===== src/rtl/audio_pkg.sv =====
`default_nettype none

package audio_pkg;

	localparam int SAMPLE_W   = 16;     // One mono sample
	localparam int AXI_ADDR_W = 8;
	localparam int AXI_DATA_W = 32;

	typedef enum logic [1:0] {
		REC_STOPPED   = 2'd0,
		REC_PAUSED    = 2'd1,
		REC_WAITING   = 2'd2,           // Armed, looking for LRC fall
		REC_CAPTURING = 2'd3
	} rec_state_e;

	// Register map, byte offsets
	localparam logic [AXI_ADDR_W-1:0] REG_CTRL   = 8'h00;
	localparam logic [AXI_ADDR_W-1:0] REG_STATUS = 8'h04;
	localparam logic [AXI_ADDR_W-1:0] REG_LIMIT  = 8'h08;
	localparam logic [AXI_ADDR_W-1:0] REG_RDADDR = 8'h0C;
	localparam logic [AXI_ADDR_W-1:0] REG_RDDATA = 8'h10;

	// REG_CTRL bits, each one a command pulse
	localparam int CTRL_START = 0;
	localparam int CTRL_PAUSE = 1;
	localparam int CTRL_STOP  = 2;
	localparam int CTRL_PLAY  = 3;

	// REG_STATUS fields
	localparam int STAT_REC_STATE = 0;  // Two bits
	localparam int STAT_PLAYING   = 2;
	localparam int STAT_DONE      = 3;
	localparam int STAT_COUNT     = 16; // Recorded sample count

	localparam logic [1:0] RESP_OKAY   = 2'b00;
	localparam logic [1:0] RESP_SLVERR = 2'b10;

endpackage

`default_nettype wire


===== src/rtl/aud_player.sv =====
`timescale 1ns/1ns
`default_nettype none

module aud_player #(
	parameter int ADDR_W = 10
) (
	input  wire                            i_clk,
	input  wire                            i_rst_n,
	input  wire                            i_lrc,
	input  wire                            i_play,
	input  wire  [ADDR_W:0]                i_count,
	input  wire  [audio_pkg::SAMPLE_W-1:0] i_rd_data,
	output logic [ADDR_W-1:0]              o_rd_addr,
	output logic                           o_dacdat,
	output logic                           o_busy
);

	localparam int SAMPLE_W = audio_pkg::SAMPLE_W;
	localparam int BIT_W    = $clog2(SAMPLE_W + 1);

	logic                lrc_q;
	logic                lrc_fall;
	logic [BIT_W-1:0]    bits_left;
	logic [SAMPLE_W-1:0] shift;
	logic [ADDR_W:0]     total;
	logic [ADDR_W:0]     sent;
	logic                data_ready;    // Read port has caught up with o_rd_addr
	logic                load;

	assign lrc_fall = lrc_q & ~i_lrc;
	assign load     = o_busy & ~i_play & data_ready & lrc_fall &
		(bits_left == '0) & (sent != total);

	always_ff @(posedge i_clk or negedge i_rst_n) begin
		if (!i_rst_n) begin
			lrc_q      <= 1'b0;
			o_busy     <= 1'b0;
			o_dacdat   <= 1'b0;
			o_rd_addr  <= '0;
			bits_left  <= '0;
			sent       <= '0;
			total      <= '0;
			data_ready <= 1'b0;
		end else begin
			lrc_q      <= i_lrc;
			data_ready <= ~(i_play | load);
			if (i_play) begin
				o_busy    <= (i_count != '0);
				total     <= i_count;
				sent      <= '0;
				o_rd_addr <= '0;    // Prefetch the first sample
				bits_left <= '0;
				o_dacdat  <= 1'b0;
			end else if (o_busy) begin
				if (bits_left != '0) begin
					o_dacdat  <= shift[SAMPLE_W-1];
					bits_left <= bits_left - 1'b1;
				end else begin
					o_dacdat <= 1'b0;
					if (sent == total) begin
						o_busy <= 1'b0;
					end else if (load) begin
						bits_left <= BIT_W'(SAMPLE_W);
						sent      <= sent + 1'b1;
						o_rd_addr <= o_rd_addr + 1'b1;
					end
				end
			end else begin
				o_dacdat <= 1'b0;
			end
		end
	end

	always_ff @(posedge i_clk) begin
		if (load) begin
			shift <= i_rd_data;
		end else if (bits_left != '0) begin
			shift <= {shift[SAMPLE_W-2:0], 1'b0};
		end
	end

endmodule

`default_nettype wire


===== config.mk =====
export PLATFORM = sky130hd
export DESIGN_NAME = aud_player
export DESIGN_NICKNAME = d
export VERILOG_FILES = /design/src/rtl/audio_pkg.sv /design/src/rtl/aud_player.sv
export SDC_FILE = /design/constraint.sdc
export NUM_CORES = 1
export LEC_CHECK = 0
export BUFFER_PORTS_ARGS = -buffer_cell sky130_fd_sc_hd__buf_2
export CAP_MARGIN = 30
export CORE_MARGIN = 2
export CORE_UTILIZATION = 28
export CTS_BUF_LIST = sky130_fd_sc_hd__clkbuf_8
export DETAILED_ROUTE_END_ITERATION = 16
export PLACE_DENSITY = 0.53
export SKIP_LAST_GASP = 1
export SLEW_MARGIN = 20
export SYNTH_ARGS = -nofsm -noshare
export SYNTH_HDL_FRONTEND = slang
export SYNTH_SLANG_ARGS = --single-unit

===== constraint.sdc =====
create_clock -name i_clk -period 4.15 [get_ports i_clk]
set_input_delay 0.2075 -clock i_clk [delete_from_list [all_inputs] [get_ports i_clk]]
set_output_delay 0.2075 -clock i_clk [all_outputs]
set_load 0.01 [all_outputs]

==> results.yml <==
drt:
  post_drt_via_cell_ratio: 4.74
  routed-via-count: 2027
  post_drt_wl_per_cell_um: 13.6
  dr.pass1.iters: 4
  remaining_drc_errors: 0
  detail_route.iter0.violations: 80
  wire_length_reported_by_the_detailed_router_um: 5810
  route.antenna.remaining_nets: 0
synthesis:
  async_reset_ff_frac: 0.719
  netlist.top_cell.by_area: "sky130_fd_sc_hd__dfrtp_1"
  synth.distinct_cells: 34
  flip_flop_cell_with_the_highest_count_after_synthesis: "sky130_fd_sc_hd__dfrtp_1"
  syn-num-nets: 275
  post_synth_instance_area_mm2: 0.00274
  ys_ff_latch: 57
  synth_enable_flop_cells: 16
  synth_top_cells_by_area: "sky130_fd_sc_hd__dfrtp_1, sky130_fd_sc_hd__edfxtp_1, sky130_fd_sc_hd__mux2_2"
  post_synth.cell_area_avg_um2: 11.4
  yosysWarnings: 0
  syn_inst: 241
  synth_top_area_share: 0.374
  seq_area_frac_synth: 0.549
clock_network:
  cts.path.max_buffers: 2
  clkSlewWorstSetupHoldPaths_ns: 0.07
  numClockSinks: 57
  tritoncts_clock_tree: "yes"
  clk_root_buffer_cell: "sky130_fd_sc_hd__clkbuf_8"
  cts_post_setup_buffers_inserted: 0
  cts.htree.levels: 3
  cts_inserted_buffers: 9
  worstSkewPairLatency_ns: 0.34
critical_path:
  timing.rr.end: "shift[1]"
  startpoint_type: "flop"
  critical_path_cell_count: 6
  timing_worst_setup_path_type: "flop to flop"
  timing.critical_path.slowest_stage_cell: "sky130_fd_sc_hd__nand2_1"
  cp_max_fo: 25
  cpPeakStageDelay_ns: 0.62
  ff2ff_path_depth: 6
  worst_setup_path_end: "shift[1]"
  critPathCaptureType: "flop"
  worst-r2r-setup-slack_ns: 1.42
  beginning_of_the_critical_path: "bits_left[0]"
  crit_path_cell_trace: "inv_1 > ha_1 > or4b_4 > nor4_4 > o31ai_4 > nand2_1"
  critPathBufInv: 1
  critical_path.top_delay_family: "simple AND/OR/NAND/NOR gates"
  critPathArrivalTime_ns: 2.70
  timing.critical_path.required_ns: 4.12
  worst_flop_to_flop_path_startpoint: "bits_left[0]"
timing:
  final-hold-violation-count: 0
  fin_worst_skew_ns: 0.0114
  totalNegativeSetupSlack_ns: 0
  timing_max_transition_violations_final: 0
  timing.max_slew.rel_slack: 0.431
  grt_setup_unrepaired: "false"
  setup-violations-final: 0
  clock_period_minus_final_worst_setup_slack_ns: 2.73
  final.period_utilization: 0.658
  max_freq_ghz: 0.366
  tightestPinTransition_ns: 0.852
floorplan:
  std_cell_rows: 36
  die_width_um: 103
  initial_core_util: 0.285
  dieHeight_um: 103
  number_of_i_o_pins: 43
  die-area_mm2: 0.0106
  area_of_the_core_region_mm2: 0.00964
layout:
  final_common_cell: "sky130_fd_sc_hd__buf_2"
  layout.cells.most_common_list: "sky130_fd_sc_hd__buf_2, sky130_fd_sc_hd__dfrtp_1, sky130_fd_sc_hd__mux2_2, sky130_fd_sc_hd__a21oi_1, sky130_fd_sc_hd__o21ai_0"
  stdcell_area_mm2: 0.00330
  diodes: 0
  layout.core_utilization: 0.342
  n_fill_cell: 1021
  drive_above_1_share: 0.315
  syn2layout_area_growth_pct: 20.3
  finalNetCount: 324
hold_path:
  min-delay-path-class: "input pin to flop"
  hold_path_depth: 2
global_route:
  antenna_found_initial: 0
  global_route.peak_usage_layer: "met2"
  groute.layer.met3.usage: 0.0380
  grt_usage: 0.118
  grt.met1_usage: 0.154
  grt_pass1_wl_um: 9580
  number_of_global_route_vias_before_repair: 1934
  largest_net_degree_at_the_start_of_global_routing: 42
  grt_remaining_overflow: 0
  gr-usage-met2: 0.183
power_and_ir_drop:
  power.ir.vdd_worst_mv: 0.193
  pwr_density_cell_mw_per_mm2: 475
  power_mw: 1.57
  static_leak_nw: 1.31
placement:
  port_buffers: 42
  dpl.hpwl_um: 4030
  placedInstanceArea_mm2: 0.00308
  gpl.final_weighted_congestion: 0.739
job:
  cap_violations: 0
status:
  status: "finished clean"
## cells by family after synthesis
family / Yosys count / synth area share
XOR/XNOR: 11 / 0.0351
adder cells (fa/ha/maj): 3 / 0.0137
multiplexers: 26 / 0.107
flip-flops: 57 / 0.549
AO/OA/AOI/OAI: 51 / 0.102
buffers and inverters: 20 / 0.0360
AND/OR/NAND/NOR: 73 / 0.157
## worst min-delay path by stage
stage	startpoint	end	slack [ns]
after floorplan	i_rst_n	bits_left[0]	-0.09
after global placement	i_lrc	lrc_q	0.33
after detailed placement	i_lrc	lrc_q	0.34
after CTS	i_rst_n	total[9]	0.02
after global routing	i_count[8]	total[8]	0.10
final	i_count[8]	total[8]	0.11
## report_power, final
part / total, mW / internal [mW] / switching (mW) / leakage, nW
clock network: 0.453 / 0.227 / 0.226 / 0.0855
registers: 0.794 / 0.744 / 0.0507 / 0.695
logic: 0.319 / 0.149 / 0.170 / 0.529
total: 1.57 / 1.12 / 0.447 / 1.31
## cells in the mapped netlist, types with 2 or more instances
cell	number
sky130_fd_sc_hd__a21oi_1	23
sky130_fd_sc_hd__and3_1	3
sky130_fd_sc_hd__or3_1	15
sky130_fd_sc_hd__nand2_1	11
sky130_fd_sc_hd__nor2_1	7
sky130_fd_sc_hd__inv_1	10
sky130_fd_sc_hd__nand4_1	4
sky130_fd_sc_hd__buf_6	3
sky130_fd_sc_hd__o211ai_1	2
sky130_fd_sc_hd__ha_1	3
sky130_fd_sc_hd__or4_1	3
sky130_fd_sc_hd__xnor2_1	11
sky130_fd_sc_hd__dfrtp_1	41
sky130_fd_sc_hd__edfxtp_1	16
sky130_fd_sc_hd__o21ai_0	20
sky130_fd_sc_hd__nand3_1	14
sky130_fd_sc_hd__nor4_1	3
sky130_fd_sc_hd__nor3_1	5
sky130_fd_sc_hd__o31ai_1	3
sky130_fd_sc_hd__clkbuf_1	5
sky130_fd_sc_hd__mux2_2	26
## worst register-to-register path, cell delays in order (launching register included)
cell and delay [ns]:
sky130_fd_sc_hd__dfrtp_1 0.41, sky130_fd_sc_hd__inv_1 0.08, sky130_fd_sc_hd__ha_1 0.18, sky130_fd_sc_hd__or4b_4 0.49, sky130_fd_sc_hd__nor4_4 0.29, sky130_fd_sc_hd__o31ai_4 0.28, sky130_fd_sc_hd__nand2_1 0.62
## layout make-up
type                    instances  area (um2)  area share
clock buffers                  10         138      0.0417
clock inverters                 6        33.8      0.0102
inverters                      10        37.5      0.0114
multi-input cells             164        1150       0.347
flip-flops and latches         57        1510       0.457
well taps                     133         166      0.0505
repair buffers                 48         270      0.0819
## registers in the layout (all words and copies together), names as in the netlist
register / count
data_ready: 1
sent: 11
o_rd_addr: 10
o_busy: 1
lrc_q: 1
bits_left: 5
shift: 16
o_dacdat: 1
total: 11
## timing repair
item                                    in CTS  in global routing
hold buffers                                 1                  1
resized for setup                            0                  0
endpoints found under the setup margin       0                  0
endpoints found under the hold margin        1                 16
## metrics by stage
stage | hold WS (ns) | setup WS (ns) | cells
6_report | 0.113 | 1.42 | 428
3_5_place_dp | 0.338 | 1.38 | 408
2_1_floorplan | -0.0881 | 1.68 | 241
4_1_cts | 0.0227 | 1.37 | 425
5_1_grt | 0.105 | 1.20 | 428
3_3_place_gp | 0.335 | 1.46 | 408
## layer usage
metal,share of wire,routed length (um)
met5,0,0
met4,0.014,82
met3,0.042,245
met2,0.47,2700
met1,0.48,2780
Power figures use the tool's default switching activity.
