File: src/rtl/audio_pkg.sv
`default_nettype none

package audio_pkg;

	localparam int SAMPLE_W   = 16;     // One mono sample
	localparam int AXI_ADDR_W = 8;
	localparam int AXI_DATA_W = 32;

	typedef enum logic [1:0] {
		REC_STOPPED   = 2'd0,
		REC_PAUSED    = 2'd1,
		REC_WAITING   = 2'd2,           // Armed, looking for LRC fall
		REC_CAPTURING = 2'd3
	} rec_state_e;

	// Register map, byte offsets
	localparam logic [AXI_ADDR_W-1:0] REG_CTRL   = 8'h00;
	localparam logic [AXI_ADDR_W-1:0] REG_STATUS = 8'h04;
	localparam logic [AXI_ADDR_W-1:0] REG_LIMIT  = 8'h08;
	localparam logic [AXI_ADDR_W-1:0] REG_RDADDR = 8'h0C;
	localparam logic [AXI_ADDR_W-1:0] REG_RDDATA = 8'h10;

	// REG_CTRL bits, each one a command pulse
	localparam int CTRL_START = 0;
	localparam int CTRL_PAUSE = 1;
	localparam int CTRL_STOP  = 2;
	localparam int CTRL_PLAY  = 3;

	// REG_STATUS fields
	localparam int STAT_REC_STATE = 0;  // Two bits
	localparam int STAT_PLAYING   = 2;
	localparam int STAT_DONE      = 3;
	localparam int STAT_COUNT     = 16; // Recorded sample count

	localparam logic [1:0] RESP_OKAY   = 2'b00;
	localparam logic [1:0] RESP_SLVERR = 2'b10;

endpackage

`default_nettype wire

File: src/rtl/aud_recorder.sv
`timescale 1ns/1ns
`default_nettype none

module aud_recorder #(
	parameter int ADDR_W = 10
) (
	input  wire                           i_clk,
	input  wire                           i_rst_n,
	input  wire                           i_lrc,
	input  wire                           i_adcdat,
	input  wire                           i_start,
	input  wire                           i_pause,
	input  wire                           i_stop,
	input  wire  [ADDR_W:0]               i_limit,
	output logic                          o_wr_en,
	output logic [ADDR_W-1:0]             o_wr_addr,
	output logic [audio_pkg::SAMPLE_W-1:0] o_wr_data,
	output logic [ADDR_W:0]               o_count,
	output audio_pkg::rec_state_e         o_state,
	output logic                          o_done
);

	localparam int SAMPLE_W = audio_pkg::SAMPLE_W;
	localparam int CNT_W    = $clog2(SAMPLE_W);

	logic                lrc_q;
	logic                lrc_fall;
	logic [CNT_W-1:0]    bit_cnt;
	logic                last_bit;
	logic [SAMPLE_W-1:0] shift;
	logic [SAMPLE_W-1:0] sample;

	assign lrc_fall = lrc_q & ~i_lrc;
	assign last_bit = (bit_cnt == CNT_W'(SAMPLE_W - 1));
	assign sample   = {shift[SAMPLE_W-2:0], i_adcdat};    // MSB arrives first

	always_ff @(posedge i_clk or negedge i_rst_n) begin
		if (!i_rst_n) begin
			lrc_q   <= 1'b0;
			o_state <= audio_pkg::REC_STOPPED;
			bit_cnt <= '0;
			o_count <= '0;
			o_done  <= 1'b0;
			o_wr_en <= 1'b0;
		end else begin
			lrc_q   <= i_lrc;
			o_wr_en <= 1'b0;
			if (i_stop) begin
				o_state <= audio_pkg::REC_STOPPED;
			end else if (i_pause && (o_state == audio_pkg::REC_WAITING ||
					o_state == audio_pkg::REC_CAPTURING)) begin
				o_state <= audio_pkg::REC_PAUSED;    // Partial frame is dropped
			end else begin
				case (o_state)
					audio_pkg::REC_STOPPED: begin
						if (i_start) begin
							o_count <= '0;
							o_done  <= 1'b0;
							o_state <= audio_pkg::REC_WAITING;
						end
					end
					audio_pkg::REC_PAUSED: begin
						if (i_start) begin
							o_state <= audio_pkg::REC_WAITING;    // Count kept
						end
					end
					audio_pkg::REC_WAITING: begin
						if (o_count >= i_limit) begin
							o_state <= audio_pkg::REC_STOPPED;
							o_done  <= 1'b1;
						end else if (lrc_fall) begin
							bit_cnt <= '0;
							o_state <= audio_pkg::REC_CAPTURING;
						end
					end
					audio_pkg::REC_CAPTURING: begin
						bit_cnt <= bit_cnt + 1'b1;
						if (last_bit) begin
							if (o_count >= i_limit) begin
								// Limit was lowered during this frame
								o_state <= audio_pkg::REC_STOPPED;
								o_done  <= 1'b1;
							end else begin
								o_wr_en <= 1'b1;
								o_count <= o_count + 1'b1;
								if (o_count + 1'b1 >= i_limit) begin
									o_state <= audio_pkg::REC_STOPPED;
									o_done  <= 1'b1;
								end else begin
									o_state <= audio_pkg::REC_WAITING;
								end
							end
						end
					end
					default: o_state <= audio_pkg::REC_STOPPED;
				endcase
			end
		end
	end

	always_ff @(posedge i_clk) begin
		if (o_state == audio_pkg::REC_CAPTURING) begin
			shift <= sample;
		end
		if (o_state == audio_pkg::REC_CAPTURING && last_bit) begin
			o_wr_data <= sample;
			o_wr_addr <= o_count[ADDR_W-1:0];    // Samples stored so far
		end
	end

endmodule

`default_nettype wire

File: config.mk
export PLATFORM = sky130hd
export DESIGN_NAME = aud_recorder
export DESIGN_NICKNAME = d
export VERILOG_FILES = /design/src/rtl/audio_pkg.sv /design/src/rtl/aud_recorder.sv
export SDC_FILE = /design/constraint.sdc
export NUM_CORES = 1
export LEC_CHECK = 0
export BUFFER_PORTS_ARGS = -buffer_cell sky130_fd_sc_hd__buf_2
export CAP_MARGIN = 20
export CORE_AREA = 2 2 93 95
export DETAILED_ROUTE_END_ITERATION = 8
export DIE_AREA = 0 0 95 97
export GPL_TIMING_DRIVEN = 0
export SYNTH_ARGS = -nofsm -noshare
export SYNTH_HDL_FRONTEND = slang
export SYNTH_SLANG_ARGS = --single-unit
export TNS_END_PERCENT = 1
File: constraint.sdc
create_clock -name i_clk -period 2.6 [get_ports i_clk]
set_input_delay 0.39 -clock i_clk [delete_from_list [all_inputs] [get_ports i_clk]]
set_output_delay 0.39 -clock i_clk [all_outputs]
set_load 0.02 [all_outputs]
==> reports/qor.csv, run 1 <==
stage,metric,value,unit
synthesis,Syn Std Cell Area,2830,sq um
layout,most common library cell in the layout ignoring fill and taps,buf_2,
placed_design,I/O Buffers,58,
drt,Initial DRC Count,91,
pwr,Pwr per Cell Area,539,nW/um^2
synthesis,number of unique standard cell types used by synthesis,36,
sta,Least-Margin Pin Slew,0.816,ns
floorplanning,Core Region,8130,sq um
pwr,Max VDD drop,207,uV
floorplanning,row cnt,33,
pwr,Leak,1.62,nW
synthesis,top_reg_cell synth,edfxtp_1,
worst_setup_path,r2r startpoint,o_count[0],
sta,Max Fclk,409,MHz
sta,Max transition margin,45.5,%
global_route,vias in the first global route,1718,
sta,"Hold Violations, Final",0,
global_route,M2 GR Usage,17.3,%
layout,layout cell share with drive strength beyond 1,27.8,%
drt,TritonRoute pass-1 iters,4,
clocking,CTS Hold Bufs,0,
placed_design,HPWL after DPL,3.89,mm
synthesis,sequential-to-total area share from yosys stat,61.1,%
sta,pins over their slew limit,0,
clocking,CTS Buffer Depth,2,
pwr,Int Power,1.44,mW
clocking,"Reg clk slew, reported paths",0.07,ns
global_route,global-route wire length before repair,8.60,mm
sta,clock skew,0.00684,ns
global_route,grt ovf,0,
layout,Fillers,802,
global_route,met3 global-route usage,2.88,%
worst_setup_path,crit-path max cell delay,0.44,ns
layout,area delta synth->final,21.9,%
worst_setup_path,Critical Path Source Type,register,
pwr,Seq pwr share,56.6,%
synthesis,Yosys reg bits,61,
clocking,CTS tree,done,
layout,# nets final,343,
clocking,Sink Count,61,
worst_setup_path,Crit. End Element,register,
layout,# diodes,0,
floorplanning,die width,95,um
clocking,Post CTS Setup Buffer Count,0,
layout,fin util,42.5,%
worst_setup_path,reg2reg path depth,11,
pwr,Comb pwr share,4.7,%
clocking,clock root cell,clkbuf_8,
status,status,finished clean,
worst_setup_path,worst path cell trace,"ha_2, and4_1, and2_4, nand3_1, xnor2_2, ha_1, nor2b_1, o21ai_0, nand2_1, o21ai_2, o22ai_1",
synthesis,Post-synth ARST share,32.8,%
clocking,Skew-Pair Late Insertion Delay,0.33,ns
synthesis,syn avg cell area,12.3,sq um
placed_design,Placer Congestion,0.772,
floorplanning,Initial Util,34.8,%
worst_setup_path,crit path max-delay cell type,dfrtp_2,
drt,vias per inst,4.78,
drt,number of remaining DRC errors,0,
drt,WL/cell,14.0,um
pwr,Sw Share,22.8,%
floorplanning,I/O pin count,59,
global_route,largest net degree at the start of global routing,29,
worst_setup_path,R2R Setup Slk,0.15,ns
synthesis,number of synthesized flops with an enable pin,41,
global_route,GRT busiest layer,met1,
pwr,Overall Power,1.86,mW
clocking,Num CTS Buffers,9,
worst_setup_path,Reg-to-Reg End,o_done,
layout,most frequent cells in the layout,"59 x buf_2, 41 x edfxtp_1, 27 x nand2_1",
floorplanning,die area,9220,sq um
sta,Setup WS post-layout,0.153,ns
worst_setup_path,Worst Path Required,2.79,ns
drt,vias,1964,
flow_run,Max Cap Viol,0,
synthesis,post-synth net total,273,
global_route,all-layer global routing usage,12.6,%
pwr,clock power share,38.7,%
sta,Final setup viols,0,
worst_setup_path,WP data arrival,2.64,ns
sta,Min Hold Slack,0.0255,ns
worst_setup_path,"critical path fanouts, max",9,
synthesis,synth warn,0,
clocking,H-tree Lvls,3,
floorplanning,floorplan die height,97,um
min_path,hold crit path type,input port to async pin,
sta,fin crit period,2.45,ns
global_route,met1 Usage GRT,18.1,%
global_route,initial antenna violation count,0,
sta,Final Cycle Share,94.1,%
synthesis,cells after synthesis,231,
placed_design,post-place setup slack,-0.00494,ns
worst_setup_path,CP bufs+invs,0,
drt,WL final,5.76,mm
worst_setup_path,Crit Path Class,register to register,
pwr,Net Sw Power,0.424,mW
drt,post-route ant nets,0,
worst_setup_path,CP top delay family,simple AND/OR/NAND/NOR gates,
[cell families after synthesis]
group	Yosys count	share of synthesized area (%)
DFF	61	61.1
AOI/OAI and AO/OA	44	10.5
xor gates and xnor gates	6	1.85
and+or+nand+nor	75	12.8
muxes	1	0.397
adders and majority gates	24	10.6
buffers and inverters	20	2.69
[power groups by stage]
stage	Sequential (mW)	Clock (mW)	Combinational (mW)
final	1.05	0.721	0.0878
after global placement	1.07	0	0.0862
after global routing	1.05	0.800	0.100
after floorplan	1.07	0	0.0484
after CTS	1.05	0.750	0.0889
after detailed placement	1.07	0	0.0888
[repair_timing]
item | 4_1_cts | 5_1_grt
hold endpoints to repair | 0 | 0
pin swaps | 0 | 1
cloned | 0 | 1
endpoints found under the setup margin | 2 | 9
gates resized for setup | 1 | 6
[routing by layer]
layer,vias up,wire length (um)
li1,978,-
met1,932,2920
met2,49,2500
met3,5,250
met4,0,89
met5,-,0
[metrics by stage]
stage                     area, sq um  TNS (ns)  instances
final                            3450         0        411
after global routing             3450   -0.0227        411
after CTS                        3430         0        410
after detailed placement         3260  -0.00494        394
after global placement           3260     -3.36        394
after floorplan                  2830         0        231
[worst max-delay path by stage]
stage                           from          to  slack, ns  depth (start not counted)
after global routing      o_count[0]      o_done      -0.02                         11
final                     o_count[0]      o_done       0.15                         11
after detailed placement  o_count[0]      o_done     -0.005                         11
after global placement    bit_cnt[0]  o_count[9]      -0.36                          6
after floorplan           o_count[0]      o_done       0.21                         11
after CTS                 o_count[1]      o_done       0.02                         11
[sequential cells by signal (all words and copies together) (netlist names)]
name	flops
bit_cnt	4
o_wr_data	16
o_done	1
shift	15
o_count	11
o_wr_en	1
o_state	2
o_wr_addr	10
lrc_q	1
[cell usage after synthesis (2+ instances only)]
cell	instances	share of area, %
clkbuf_1	2	0.26
o21ai_0	8	1.4
or3_1	2	0.44
ha_1	24	11
nand4_1	3	0.66
nand2_1	27	3.6
a22o_1	2	0.62
nand2b_1	6	1.3
inv_1	17	2.3
and2_1	4	0.88
edfxtp_1	41	43
a21oi_1	16	2.8
o21ai_1	3	0.53
and3_1	2	0.44
nor2b_1	2	0.44
xnor2_1	6	1.9
a21o_1	5	1.3
nor2_1	6	0.79
dfrtp_1	20	18
nand3_1	19	3.4
[layout make-up]
| cell class | count | area (sq um) | share of cell area (%) |
|---|---|---|---|
| buffer | 3 | 12.5 | 0.362 |
| clock buffer | 11 | 141 | 4.09 |
| clock inverter | 5 | 27.5 | 0.797 |
| inverter | 17 | 63.8 | 1.85 |
| multi-input combinational | 151 | 1050 | 30.5 |
| sequential | 61 | 1730 | 50.2 |
| tap | 105 | 131 | 3.80 |
| timing repair buffer | 58 | 290 | 8.40 |
(Power assumes the default switching activity.)
==> inputs of run 2 (changes only) <==
Clock period 2.6 ns to 2 ns, I/O delays scaled along.
==> reports/qor.csv, run 2 (synthesis gave the netlist of run 1 again) <==
stage,metric,value,unit,change
status,status,"finished, violations left",,
status,failing checks,setup timing,,
layout,max FFs per register,16,,unchanged
flow_run,Max Cap Viol,0,,unchanged
layout,most common library cell in the layout ignoring fill and taps,buf_2,,
placed_design,I/O Buffers,58,,unchanged
floorplanning,die width,95,um,unchanged
floorplanning,Initial Util,34.8,%,unchanged
global_route,initial antenna violation count,0,,unchanged
sta,pins over their slew limit,0,,unchanged
worst_setup_path,Critical Path Source Type,register,,
drt,number of remaining DRC errors,0,,unchanged
sta,Max transition margin,50.7,%,+5.2 points
sta,RSZ-0062 raised after global routing,yes,,
clocking,Num CTS Buffers,9,,unchanged
worst_setup_path,WP data arrival,2.41,ns,-0.23 ns
pwr,Pwr per Cell Area,709,nW/um^2,+32%
clocking,Sink Count,61,,unchanged
sta,fin crit period,2.21,ns,-0.238 ns
drt,Initial DRC Count,64,,-30%
pwr,Overall Power,2.69,mW,+45%
worst_setup_path,Crit Path Class,register to register,,
drt,post-route ant nets,0,,unchanged
clocking,"Reg clk slew, reported paths",0.07,ns,about the same
sta,Final Cycle Share,110,%,+16 points
layout,layout cell share with drive strength beyond 1,43.6,%,+16 points
worst_setup_path,Crit. End Element,register,,
floorplanning,I/O pin count,59,,unchanged
worst_setup_path,Worst Path Required,2.20,ns,-0.59 ns
floorplanning,floorplan die height,97,um,unchanged
layout,area delta synth->final,34.0,%,
worst_setup_path,Reg-to-Reg End,o_done,,
sta,"Hold Violations, Final",0,,unchanged
global_route,grt ovf,0,,unchanged
clocking,CTS tree,done,,
layout,largest reg by FF count,o_wr_data,,
worst_setup_path,r2r startpoint,o_count[0],,
sta,Min Hold Slack,0.0816,ns,+0.0561 ns
placed_design,HPWL after DPL,4.01,mm,+3.2%
clocking,Skew-Pair Late Insertion Delay,0.34,ns,about the same
drt,vias per inst,4.83,,+0.98%
clocking,H-tree Lvls,3,,unchanged
sta,Setup WS post-layout,-0.209,ns,-0.362 ns
min_path,hold crit path type,input port to register,,
clocking,CTS Buffer Depth,2,,unchanged
drt,WL/cell,14.5,um,+3.9%
sta,Least-Margin Pin Slew,0.738,ns,-0.0779 ns
pwr,Max VDD drop,344,uV,+66%
drt,TritonRoute pass-1 iters,4,,unchanged
global_route,vias in the first global route,1989,,+16%
clocking,clock root cell,clkbuf_8,,
drt,WL final,6.17,mm,+7.2%
layout,most frequent cells in the layout,"58 x buf_2, 41 x edfxtp_1, 25 x nand2_1",,
worst_setup_path,Worst Setup EP,o_done,,
layout,biggest regs,"o_wr_data x16, shift x15, o_count x11",,
pwr,Leak,1.75,nW,+7.8%
placed_design,Placer Congestion,0.811,,+5.0%
floorplanning,die area,9220,sq um,unchanged
sta,Final setup viols,8,,+8
global_route,global-route wire length before repair,9.83,mm,+14%
layout,# nets final,356,,+3.8%
global_route,all-layer global routing usage,14.2,%,+1.6 points
worst_setup_path,Worst Setup SP,o_count[0],,
sta,clock skew,0.00672,ns,-0.000115 ns
global_route,largest net degree at the start of global routing,21,,-28%
worst_setup_path,R2R Setup Slk,-0.21,ns,-0.36 ns
floorplanning,row cnt,33,,unchanged
sta,Max Fclk,453,MHz,+11%
worst_setup_path,reg2reg path depth,11,,unchanged
drt,vias,2046,,+4.2%
min_path,HP Start,i_lrc,,
worst_setup_path,"critical path fanouts, max",3,,-6
layout,# diodes,0,,unchanged
floorplanning,Core Region,8130,sq um,unchanged
-- run 2: cell types whose count changed in the layout (fill, tap and decap cells not counted), sizes merged --
| cell | change |
|---|---|
| clkinv | -1 |
| bufinv | +2 |
| clkinvlp | -1 |
| buf | +12 |
| inv | +1 |
| clkbuf | -1 |
| dlygate4sd3 | +1 |
-- run 2: worst min-delay path by stage --
stage / end / cells past startpoint
after floorplan: bit_cnt[0] / 0
final: lrc_q / 1
after detailed placement: o_state[1] / 1
after global placement: o_state[1] / 1
after global routing: lrc_q / 1
after CTS: lrc_q / 1
-- run 2: routing by layer --
layer	GRT usage [%]	up-vias	part of all wire, %
met5	0	-	0
met4	5.69	0	1.5
met2	21.1	48	48
li1	-	1013	-
met3	4.13	8	4.7
met1	19.4	977	46
-- run 2: repair_timing --
| item | 4_1_cts | 5_1_grt |
|---|---|---|
| hold buffers | 1 | 0 |
| hold endpoints to repair | 20 | 0 |
| pin swaps | 14 | 14 |
| buffers inserted | 8 | 4 |
| gates resized for setup | 22 | 28 |
| gates cloned | 1 | 0 |
| setup endpoints to repair | 19 | 33 |
-- run 2: area by class of cell --
cell class,count,area (sq um)
repair buffers,71,394
multi-input cells,151,1230
well taps,105,131
clock inverters,6,86.3
fillers,746,4340
flip-flops and latches,61,1740
clock buffers,10,128
inverters,17,63.8
plain buffers,3,18.8
-- run 2: power breakdown --
part	internal, mW	leakage [nW]	switching, mW
Combinational	0.0506	0.985	0.0780
Clock	0.702	0.107	0.495
Sequential	1.35	0.655	0.0145
Total	2.10	1.75	0.588
-- run 2: stage by stage --
step           utilization [%]  instances  cell area (sq um)  worst slack [ns]  TNS, ns
2_1_floorplan                -        231               2860            -0.176   -0.895
3_3_place_gp              40.4        394               3280            -0.517    -5.87
3_5_place_dp              40.4        394               3280            -0.560    -6.57
4_1_cts                   44.8        420               3650            -0.183   -0.761
5_1_grt                   46.7        424               3800            -0.337    -2.18
6_report                  46.7        424               3800            -0.209   -0.553
-- run 2: worst max-delay path, stage by stage, from the launching register on --
cell	delay [ns]
dfrtp_2	0.41
ha_4	0.14
and4_4	0.23
and2_4	0.17
nand3_4	0.08
xnor2_2	0.16
ha_1	0.32
nor2b_4	0.13
o21ai_2	0.12
nand2_1	0.07
o21ai_2	0.14
o22ai_1	0.11
