File: src/rtl/audio_pkg.sv
`default_nettype none

package audio_pkg;

	localparam int SAMPLE_W   = 16;     // One mono sample
	localparam int AXI_ADDR_W = 8;
	localparam int AXI_DATA_W = 32;

	typedef enum logic [1:0] {
		REC_STOPPED   = 2'd0,
		REC_PAUSED    = 2'd1,
		REC_WAITING   = 2'd2,           // Armed, looking for LRC fall
		REC_CAPTURING = 2'd3
	} rec_state_e;

	// Register map, byte offsets
	localparam logic [AXI_ADDR_W-1:0] REG_CTRL   = 8'h00;
	localparam logic [AXI_ADDR_W-1:0] REG_STATUS = 8'h04;
	localparam logic [AXI_ADDR_W-1:0] REG_LIMIT  = 8'h08;
	localparam logic [AXI_ADDR_W-1:0] REG_RDADDR = 8'h0C;
	localparam logic [AXI_ADDR_W-1:0] REG_RDDATA = 8'h10;

	// REG_CTRL bits, each one a command pulse
	localparam int CTRL_START = 0;
	localparam int CTRL_PAUSE = 1;
	localparam int CTRL_STOP  = 2;
	localparam int CTRL_PLAY  = 3;

	// REG_STATUS fields
	localparam int STAT_REC_STATE = 0;  // Two bits
	localparam int STAT_PLAYING   = 2;
	localparam int STAT_DONE      = 3;
	localparam int STAT_COUNT     = 16; // Recorded sample count

	localparam logic [1:0] RESP_OKAY   = 2'b00;
	localparam logic [1:0] RESP_SLVERR = 2'b10;

endpackage

`default_nettype wire

File: src/rtl/aud_ctrl_regs.sv
`timescale 1ns/1ns
`default_nettype none

module aud_ctrl_regs #(
	parameter int ADDR_W = 10
) (
	input  wire                                i_clk,
	input  wire                                i_rst_n,
	input  wire                                i_awvalid,
	input  wire  [audio_pkg::AXI_ADDR_W-1:0]   i_awaddr,
	input  wire                                i_wvalid,
	input  wire  [audio_pkg::AXI_DATA_W-1:0]   i_wdata,
	input  wire  [audio_pkg::AXI_DATA_W/8-1:0] i_wstrb,
	input  wire                                i_bready,
	input  wire                                i_arvalid,
	input  wire  [audio_pkg::AXI_ADDR_W-1:0]   i_araddr,
	input  wire                                i_rready,
	output logic                               o_awready,
	output logic                               o_wready,
	output logic                               o_bvalid,
	output logic [1:0]                         o_bresp,
	output logic                               o_arready,
	output logic                               o_rvalid,
	output logic [audio_pkg::AXI_DATA_W-1:0]   o_rdata,
	output logic [1:0]                         o_rresp,
	output logic                               o_start,
	output logic                               o_pause,
	output logic                               o_stop,
	output logic                               o_play,
	output logic [ADDR_W:0]                    o_limit,
	output logic [ADDR_W-1:0]                  o_rd_addr,
	input  var   audio_pkg::rec_state_e        i_state,
	input  wire  [ADDR_W:0]                    i_count,
	input  wire                                i_done,
	input  wire                                i_busy,
	input  wire  [audio_pkg::SAMPLE_W-1:0]     i_rd_data
);

	localparam int DATA_W = audio_pkg::AXI_DATA_W;
	localparam logic [DATA_W-1:0] LIMIT_MAX = DATA_W'(2 ** ADDR_W);    // Whole memory

	logic                           wr_fire;
	logic                           rd_fire;
	logic [DATA_W-1:0]              wmask;
	logic [DATA_W-1:0]              wr_limit;
	logic [DATA_W-1:0]              wr_rdaddr;
	logic [DATA_W-1:0]              status;
	logic [DATA_W-1:0]              rd_word;
	logic [DATA_W-1:0]              rdata_q;
	logic [audio_pkg::SAMPLE_W-1:0] rd_hold;
	logic                           rd_ok;
	logic                           rd_is_mem;
	logic                           rd_mem;
	logic                           rd_first;    // First RVALID cycle of a memory read

	assign wr_fire   = i_awvalid & i_wvalid & ~o_bvalid;
	assign o_awready = wr_fire;
	assign o_wready  = wr_fire;
	assign rd_fire   = i_arvalid & ~o_rvalid;
	assign o_arready = rd_fire;

	always_comb begin
		for (int b = 0; b < DATA_W / 8; b++) begin
			wmask[8*b +: 8] = {8{i_wstrb[b]}};
		end
	end

	assign wr_limit  = (DATA_W'(o_limit) & ~wmask) | (i_wdata & wmask);
	assign wr_rdaddr = (DATA_W'(o_rd_addr) & ~wmask) | (i_wdata & wmask);

	always_comb begin
		status = '0;
		status[audio_pkg::STAT_REC_STATE +: 2] = i_state;
		status[audio_pkg::STAT_PLAYING]        = i_busy;
		status[audio_pkg::STAT_DONE]           = i_done;
		status[audio_pkg::STAT_COUNT +: ADDR_W+1] = i_count;
	end

	always_comb begin
		rd_word   = '0;
		rd_ok     = 1'b1;
		rd_is_mem = 1'b0;
		case (i_araddr)
			audio_pkg::REG_CTRL:   rd_word = '0;    // Commands read back as zero
			audio_pkg::REG_STATUS: rd_word = status;
			audio_pkg::REG_LIMIT:  rd_word = DATA_W'(o_limit);
			audio_pkg::REG_RDADDR: rd_word = DATA_W'(o_rd_addr);
			audio_pkg::REG_RDDATA: rd_is_mem = 1'b1;
			default:               rd_ok = 1'b0;
		endcase
	end

	always_ff @(posedge i_clk or negedge i_rst_n) begin
		if (!i_rst_n) begin
			o_bvalid  <= 1'b0;
			o_bresp   <= audio_pkg::RESP_OKAY;
			o_start   <= 1'b0;
			o_pause   <= 1'b0;
			o_stop    <= 1'b0;
			o_play    <= 1'b0;
			o_limit   <= LIMIT_MAX[ADDR_W:0];
			o_rd_addr <= '0;
		end else begin
			o_start <= 1'b0;
			o_pause <= 1'b0;
			o_stop  <= 1'b0;
			o_play  <= 1'b0;
			if (o_bvalid && i_bready) begin
				o_bvalid <= 1'b0;
			end
			if (wr_fire) begin
				o_bvalid <= 1'b1;
				o_bresp  <= audio_pkg::RESP_OKAY;
				case (i_awaddr)
					audio_pkg::REG_CTRL: begin
						if (i_wstrb[0]) begin
							o_start <= i_wdata[audio_pkg::CTRL_START];
							o_pause <= i_wdata[audio_pkg::CTRL_PAUSE];
							o_stop  <= i_wdata[audio_pkg::CTRL_STOP];
							o_play  <= i_wdata[audio_pkg::CTRL_PLAY];
						end
					end
					audio_pkg::REG_LIMIT: begin
						o_limit <= (wr_limit > LIMIT_MAX) ? LIMIT_MAX[ADDR_W:0] :
							wr_limit[ADDR_W:0];
					end
					audio_pkg::REG_RDADDR: o_rd_addr <= wr_rdaddr[ADDR_W-1:0];
					audio_pkg::REG_STATUS, audio_pkg::REG_RDDATA: ;
					default: o_bresp <= audio_pkg::RESP_SLVERR;
				endcase
			end
		end
	end

	always_ff @(posedge i_clk or negedge i_rst_n) begin
		if (!i_rst_n) begin
			o_rvalid <= 1'b0;
			o_rresp  <= audio_pkg::RESP_OKAY;
			rd_mem   <= 1'b0;
			rd_first <= 1'b0;
		end else begin
			rd_first <= 1'b0;
			if (o_rvalid && i_rready) begin
				o_rvalid <= 1'b0;
			end
			if (rd_fire) begin
				o_rvalid <= 1'b1;
				o_rresp  <= rd_ok ? audio_pkg::RESP_OKAY : audio_pkg::RESP_SLVERR;
				rd_mem   <= rd_is_mem;
				rd_first <= rd_is_mem;
			end
		end
	end

	always_ff @(posedge i_clk) begin
		if (rd_fire) begin
			rdata_q <= rd_word;
		end
		if (rd_first) begin
			rd_hold <= i_rd_data;    // Keep the sample while RREADY is low
		end
	end

	assign o_rdata = !rd_mem ? rdata_q :
		rd_first ? DATA_W'(i_rd_data) : DATA_W'(rd_hold);

endmodule

`default_nettype wire

File: config.mk
export PLATFORM = sky130hd
export DESIGN_NAME = aud_ctrl_regs
export DESIGN_NICKNAME = d
export VERILOG_FILES = /design/src/rtl/audio_pkg.sv /design/src/rtl/aud_ctrl_regs.sv
export SDC_FILE = /design/constraint.sdc
export NUM_CORES = 1
export LEC_CHECK = 0
export BUFFER_PORTS_ARGS = -buffer_cell sky130_fd_sc_hd__buf_4
export CAP_MARGIN = 0
export CORE_ASPECT_RATIO = 1.4
export CORE_UTILIZATION = 45
export CTS_CLUSTER_DIAMETER = 40
export DETAILED_ROUTE_END_ITERATION = 10
export GPL_TIMING_DRIVEN = 0
export PLACE_DENSITY_LB_ADDON = 0.12
export SLEW_MARGIN = 15
export SYNTH_ARGS = -nofsm -noshare
export SYNTH_HDL_FRONTEND = slang
export SYNTH_SLANG_ARGS = --single-unit
File: constraint.sdc
create_clock -name i_clk -period 5.5 [get_ports i_clk]
set_input_delay 0.275 -clock i_clk [delete_from_list [all_inputs] [get_ports i_clk]]
set_output_delay 0.275 -clock i_clk [all_outputs]
set_load 0.05 [all_outputs]
==> results of run 1 <==
-- Yosys cell counts, types with 2 or more instances --
| library cell | n | area [um2] |
|---|---|---|
| sky130_fd_sc_hd__o211ai_1 | 3 | 22.5 |
| sky130_fd_sc_hd__o21ai_0 | 16 | 80.1 |
| sky130_fd_sc_hd__clkbuf_1 | 6 | 22.5 |
| sky130_fd_sc_hd__edfxtp_1 | 38 | 1140 |
| sky130_fd_sc_hd__mux2_2 | 10 | 113 |
| sky130_fd_sc_hd__buf_2 | 3 | 15.0 |
| sky130_fd_sc_hd__nor2_1 | 37 | 139 |
| sky130_fd_sc_hd__o2111ai_1 | 8 | 70.1 |
| sky130_fd_sc_hd__a21boi_0 | 2 | 15.0 |
| sky130_fd_sc_hd__buf_4 | 9 | 67.6 |
| sky130_fd_sc_hd__nor3_1 | 2 | 10.0 |
| sky130_fd_sc_hd__mux2i_1 | 22 | 220 |
| sky130_fd_sc_hd__nand3b_1 | 2 | 15.0 |
| sky130_fd_sc_hd__a22oi_1 | 5 | 37.5 |
| sky130_fd_sc_hd__and2_1 | 15 | 93.8 |
| sky130_fd_sc_hd__nor3b_1 | 3 | 22.5 |
| sky130_fd_sc_hd__nand2_1 | 7 | 26.3 |
| sky130_fd_sc_hd__and3_2 | 2 | 15.0 |
| sky130_fd_sc_hd__nor4_1 | 11 | 68.8 |
| sky130_fd_sc_hd__a21oi_1 | 13 | 65.1 |
| sky130_fd_sc_hd__inv_1 | 13 | 48.8 |
| sky130_fd_sc_hd__nor2b_1 | 17 | 106 |
| sky130_fd_sc_hd__a31oi_1 | 2 | 12.5 |
| sky130_fd_sc_hd__dfrtp_1 | 30 | 751 |
-- metal layers --
layer	vias to the layer above	share of wire (%)	wire (um)
met5	-	0	0
met4	0	2.0	163
met3	16	7.3	596
met2	135	54	4430
met1	1326	36	2950
li1	1398	-	-
-- worst max-delay path, delay by kind of cell, from the launching register on --
kind,cells,cell delay [ns]
buffers and inverters,3,1.01
multiplexers,1,0.25
AO/OA/AOI/OAI,1,0.09
flip-flops,1,0.77
-- cell type report --
cell class              count  area, um2  area share [%]
repair buffers            148       1130            23.1
inverters                  13       48.8           0.996
flip-flops and latches     69       1920            39.1
well taps                  97        121            2.48
clock inverters             4       93.8            1.92
plain buffers              19        109            2.22
multi-input cells         201       1320            26.9
clock buffers              12        155            3.17
-- power by group through the flow --
stage | Sequential, mW | Clock (mW) | Combinational, mW
5_1_grt | 0.574 | 0.534 | 0.240
3_3_place_gp | 0.582 | 0 | 0.219
4_1_cts | 0.572 | 0.512 | 0.227
6_report | 0.572 | 0.503 | 0.225
2_1_floorplan | 0.606 | 0 | 0.0959
3_5_place_dp | 0.583 | 0 | 0.226
-- cell usage in the layout, fill, tap and decap left out, types with 5 or more instances in the layout --
master                      synthesis  final
sky130_fd_sc_hd__buf_4              9    155
sky130_fd_sc_hd__edfxtp_1          38     38
sky130_fd_sc_hd__nor2_1            37     37
sky130_fd_sc_hd__dfrtp_1           30     30
sky130_fd_sc_hd__mux2i_1           22     22
sky130_fd_sc_hd__o21ai_0           16     16
sky130_fd_sc_hd__nor2b_1           17     16
sky130_fd_sc_hd__and2_1            15     15
sky130_fd_sc_hd__inv_1             13     13
sky130_fd_sc_hd__a21oi_1           13     13
sky130_fd_sc_hd__nor4_1            11     11
sky130_fd_sc_hd__clkbuf_8           0     11
sky130_fd_sc_hd__mux2_2            10     10
sky130_fd_sc_hd__o2111ai_1          8      8
sky130_fd_sc_hd__clkbuf_1           6      7
sky130_fd_sc_hd__nand2_1            7      7
sky130_fd_sc_hd__conb_1             1      7
sky130_fd_sc_hd__a22oi_1            5      5
-- repair_timing --
action	in CTS	in global routing
setup buffers	0	0
hold buffers	1	0
hold endpoints to repair	30	0
-- per-stage QoR --
step | setup slack [ns] | util [%]
after CTS | 2.71 | 67.0
final | 2.78 | 67.0
after floorplan | 2.48 | -
after detailed placement | 3.09 | 63.4
after global placement | 2.91 | 63.0
after global routing | 2.58 | 67.0
-- logic make-up (layout without fill, tap and decap cells) --
group / Yosys count / after routing / synth area share, %
other: 1 / 7 / 0.111
buffers and inverters: 32 / 196 / 4.68
AOI/OAI and AO/OA: 55 / 55 / 10.6
DFF: 69 / 69 / 56.9
muxes: 32 / 32 / 9.87
and+or+nand+nor: 107 / 107 / 17.9
-- worst paths after layout --
path / endpoint / from / cells after the start / slack [ns]
max: o_rdata[8] / rd_first$_DFF_PN0_ / 5 / 2.78
min in group asynchronous: asynchronous set/reset pin / i_rst_n / 2 / 0.41
max in group asynchronous: o_limit[10]$_DFFE_PN1P_ / i_rst_n / 2 / 4.77
max reg2reg: o_limit[6]$_DFFE_PN0P_ / o_bvalid$_DFFE_PN0P_ / 5 / 3.45
min: o_rvalid$_DFFE_PN0P_ / i_rready / 2 / 0.11
min reg2reg: o_bresp[1]$_DFFE_PN0P_ / o_bresp[1]$_DFFE_PN0P_ / 2 / 0.50
==> metrics.cfg, run 1 <==
[setup_path]
critPathRequiredTime_ns=5.22
startpoint_class=flip-flop
crit_arrival_ns=2.45
cp_max_fo=17
crit_path_cell_trace=clkbuf_1 -> buf_2 -> mux2i_1 -> a21oi_1 -> buf_4
crit_path_capture_type=output port
crit_type=reg2out
cpMaxStageDelayCell=sky130_fd_sc_hd__dfrtp_1
cp_slowest_stage_delay_ns=0.77

[final_layout]
post_route_cells_drive_above_1_share_pct=41.4
antenna_cells_inserted=0
area.growth.synth_to_final_pct=45.4
final_design_area_no_fill_um2=4900
post_layout_nonfiller_instances=563
fillers=617
nets=551

[synthesis]
yosysSeqAreaShare_pct=56.9
synth-main-ff-cell=sky130_fd_sc_hd__edfxtp_1
synthesis.yosys.warnings=0
synth_edf_count=38
synth_area_per_cell_um2=11.4
ys_types=44
synthesis.instances=296
async_reset_ff_share_pct=44.9
synth_area_um2=3370
ys_seq_elements=69

[route]
detail_route.first_pass.iterations=7
drt-wirelength-per-cell_um=14.5
drcViolationCount=0
routed_wl_um=8140
antenna_left=0
detail_route.vias_per_cell=5.11
drt-initial-drc-count=72
dr_total_vias=2875

[global_routing]
grt_util_overall_pct=21.7
globalRouteMet2Util_pct=39.9
grt_first_pass_wirelength_um=12800
maximum_number_of_pins_on_one_net_before_global_route_repair=32
remaining_overflow_grt=0
initial_antenna_violation_count=0
first_global_vias=2904
grt.met3_usage_pct=6.20
grt_use_met1_pct=22.2
top_usage_layer=met2

[cts]
tritoncts=done
post_cts_resized=0
cts_sinks=69
worst_skew_pair.late_latency_ns=0.33
ctsLongestPathBuffers=2
numCtsBuffers=9
cts.clk_slew.worst_paths_ns=0.07
cts_h_tree_depth=3
ctsRootBufferMaster=sky130_fd_sc_hd__clkbuf_8

[pwr]
netSwitchingFraction_pct=24.8
vdd_drop_max_mv=0.166
total_switching_power_mw=0.323
p_seq_share_pct=44.0
internal_power_mw=0.977
power.total_mw=1.30
combPwrFrac_pct=17.3
power.leakage_nw=2.20
power_frac_clock_pct=38.7
power_density_nw_per_um2=265

[outcome]
status=completed

[timing]
fmax_ghz=0.367
final_hold_viol_count=0
layout_worst_path_cycle_share_pct=49.5
grt_setup_unrepaired=false
setup_viol=0
final.setup.tns_ns=0
drv_slew=0
hold_slack_ns=0.111
worstMarginPinSlew_ns=0.802
clock_skew_ns=0.00775
period_needed_ns=2.72
relSlewSlack_pct=45.9

[place]
buffer_ports.inserted=146
hpwl_um=6540
detailed_place.area_um2=4640
placed_cells_incl_taps=546
globalplace.congestion=0.872

[die]
initial_utilization_pct=46.1
floorplan.die_area_um2=7850
core_region_area_um2=7310
io_pins=156
dieWidth_um=75.1
floorplan.die.height_um=104
placementRows=37

[worst_hold_path]
hp-class=in2reg

[run]
cap_violations=0

Power figures use the tool's default switching activity.
==> inputs of run 2 (changes only) <==
Settings changed: CORE_UTILIZATION 45 to 42.
Clock period 5.5 ns to 2.35 ns, I/O delays scaled along.
==> run 2 against run 1 <==
  * Final area is 2.7% higher
  * Flip-flop and latch count stayed put
  * Non-clock buffer count is 17 higher
==> metrics.cfg, run 2 (synthesis results as in run 1) <==
[global_routing]
first_global_vias=2855  ; -1.7%
grt_util_overall_pct=20.7  ; -0.98 points
grt_first_pass_wirelength_um=13100  ; +2.3%
initial_antenna_violation_count=0  ; unchanged
maximum_number_of_pins_on_one_net_before_global_route_repair=32  ; unchanged
remaining_overflow_grt=0  ; unchanged

[setup_path]
crit_type=reg2out
crit_path_capture_type=output port
cp_slowest_stage_delay_ns=0.71  ; -0.06 ns
cp_top_family=flip-flops
crit_path_cell_trace=buf_2 -> mux2i_1 -> a21oi_1 -> buf_4
cp_max_fo=23  ; +6
cpMaxStageDelayCell=sky130_fd_sc_hd__dfrtp_2
critPathRequiredTime_ns=2.23  ; -2.99 ns
crit_arrival_ns=2.01  ; -0.44 ns
startpoint_class=flip-flop
worst-path-buf-inv=2  ; -1
r2r_setup_slack_ns=0.29  ; -3.16 ns

[cts]
numCtsBuffers=9  ; unchanged
worst_skew_pair.late_latency_ns=0.35  ; +0.02 ns
cts_sinks=69  ; unchanged
tritoncts=done
cts_post_setup_buffers_inserted=0  ; unchanged
ctsLongestPathBuffers=2  ; unchanged
cts.clk_slew.worst_paths_ns=0.07  ; about the same
cts_h_tree_depth=3  ; unchanged
ctsRootBufferMaster=sky130_fd_sc_hd__clkbuf_8

[route]
drcViolationCount=0  ; unchanged
antenna_left=0  ; unchanged
drt-initial-drc-count=79  ; +9.7%
detail_route.first_pass.iterations=5  ; -2
routed_wl_um=8580  ; +5.3%
dr_total_vias=2885  ; +0.35%
detail_route.vias_per_cell=4.95  ; -3.1%
drt-wirelength-per-cell_um=14.7  ; +1.7%

[place]
buffer_ports.inserted=146  ; unchanged
placement.setup.worst_slack_ns=0.0736  ; -3.02 ns
globalplace.congestion=0.896  ; +2.7%
hpwl_um=6590  ; +0.73%

[die]
floorplan.die.height_um=108  ; +3.4%
io_pins=156  ; unchanged
placementRows=38  ; +2.7%
floorplan.die_area_um2=8390  ; +7.0%
dieWidth_um=77.7  ; +3.4%
core_region_area_um2=7750  ; +6.0%
initial_utilization_pct=43.5  ; -2.6 points

[final_layout]
layout.core_utilization_pct=65.0  ; -2.0 points
final_cell_mix=155 x sky130_fd_sc_hd__buf_4, 38 x sky130_fd_sc_hd__edfxtp_1, 37 x sky130_fd_sc_hd__nor2_1, 29 x sky130_fd_sc_hd__dfrtp_1, 22 x sky130_fd_sc_hd__mux2i_1
antenna_cells_inserted=0  ; unchanged
nets=568  ; +3.1%
area.growth.synth_to_final_pct=49.3
post_route_cells_drive_above_1_share_pct=40.4  ; -1.0 points
final_common_cell=sky130_fd_sc_hd__buf_4

[timing]
final.setup.tns_ns=0  ; unchanged
layout_worst_path_cycle_share_pct=90.7
grt_setup_unrepaired=false
relSlewSlack_pct=54.6  ; +8.7 points
timing.final.ws_setup_ns=0.218  ; -2.56 ns
setup_viol=0  ; unchanged
worstMarginPinSlew_ns=0.679  ; -0.122 ns
clock_skew_ns=0.0131  ; +0.00533 ns
fmax_ghz=0.469
final_hold_viol_count=0  ; unchanged
period_needed_ns=2.13
drv_slew=0  ; unchanged

[pwr]
power_density_nw_per_um2=581  ; +120%
power.leakage_nw=2.25  ; +2.2%
vdd_drop_max_mv=0.420  ; +150%
power.total_mw=2.93  ; +130%

[worst_hold_path]
hp-class=in2reg

[run]
cap_violations=0  ; unchanged

[outcome]
status=completed

run 2: changes by cell type in the layout (fill, tap and decap cells not counted), moves of 2 or more:
cell / delta
sky130_fd_sc_hd__clkbuf_8: -2
sky130_fd_sc_hd__clkinvlp_4: +2
sky130_fd_sc_hd__clkbuf_1: -2
sky130_fd_sc_hd__dlygate4sd3_1: +19
sky130_fd_sc_hd__clkinv_2: +3
run 2: layer usage:
layer  GRT usage [%]  vias to the layer above  share of wire (%)
met4            10.2                        0                1.6
li1                -                     1430                  -
met5               0                        -                  0
met2            38.4                      130                 54
met1            22.2                     1313                 38
met3            4.30                       12                6.6
run 2: worst paths after layout:
kind | start | endpoint | depth (start not counted)
hold reg to reg | o_bresp[1]$_DFFE_PN0P_ | o_bresp[1]$_DFFE_PN0P_ | 2
min in group asynchronous | i_rst_n | o_bvalid$_DFFE_PN0P_ | 2
setup / recovery | rd_first$_DFF_PN0_ | o_rdata[10] | 4
setup reg to reg | o_bvalid$_DFFE_PN0P_ | o_limit[1]$_DFFE_PN0P_ | 5
max in group asynchronous | i_rst_n | o_limit[10]$_DFFE_PN1P_ | 2
hold / removal | i_wdata[1] | o_pause$_DFF_PN0_ | 2
run 2: area by class of cell:
class,count,area (um2)
multi-input combinational,201,1330
sequential,69,1920
clock inverter,7,90.1
clock buffer,9,124
fill,677,2720
tap,100,125
timing repair buffer,166,1300
inverter,13,48.8
buffer,18,105
run 2: repair_timing:
action	CTS	global route
hold buffers	20	0
setup endpoints to repair	10	0
endpoints found under the hold margin	49	0
resized for setup	1	0
run 2: per-stage QoR:
step | instance area (um2) | instances | hold WS (ns)
finish | 5030 | 583 | 0.0199
global route | 5030 | 583 | 0.00166
CTS | 5030 | 583 | 0.000874
detailed placement | 4620 | 548 | 0.0801
global placement | 4620 | 548 | 0.0723
floorplan | 3400 | 302 | -0.178
run 2: report_power, final:
part	total (mW)	internal [mW]	switching, mW	leakage [nW]
Combinational	0.545	0.219	0.325	1.41
Sequential	1.34	1.32	0.0197	0.733
Clock	1.04	0.591	0.452	0.105
Total	2.93	2.13	0.797	2.25
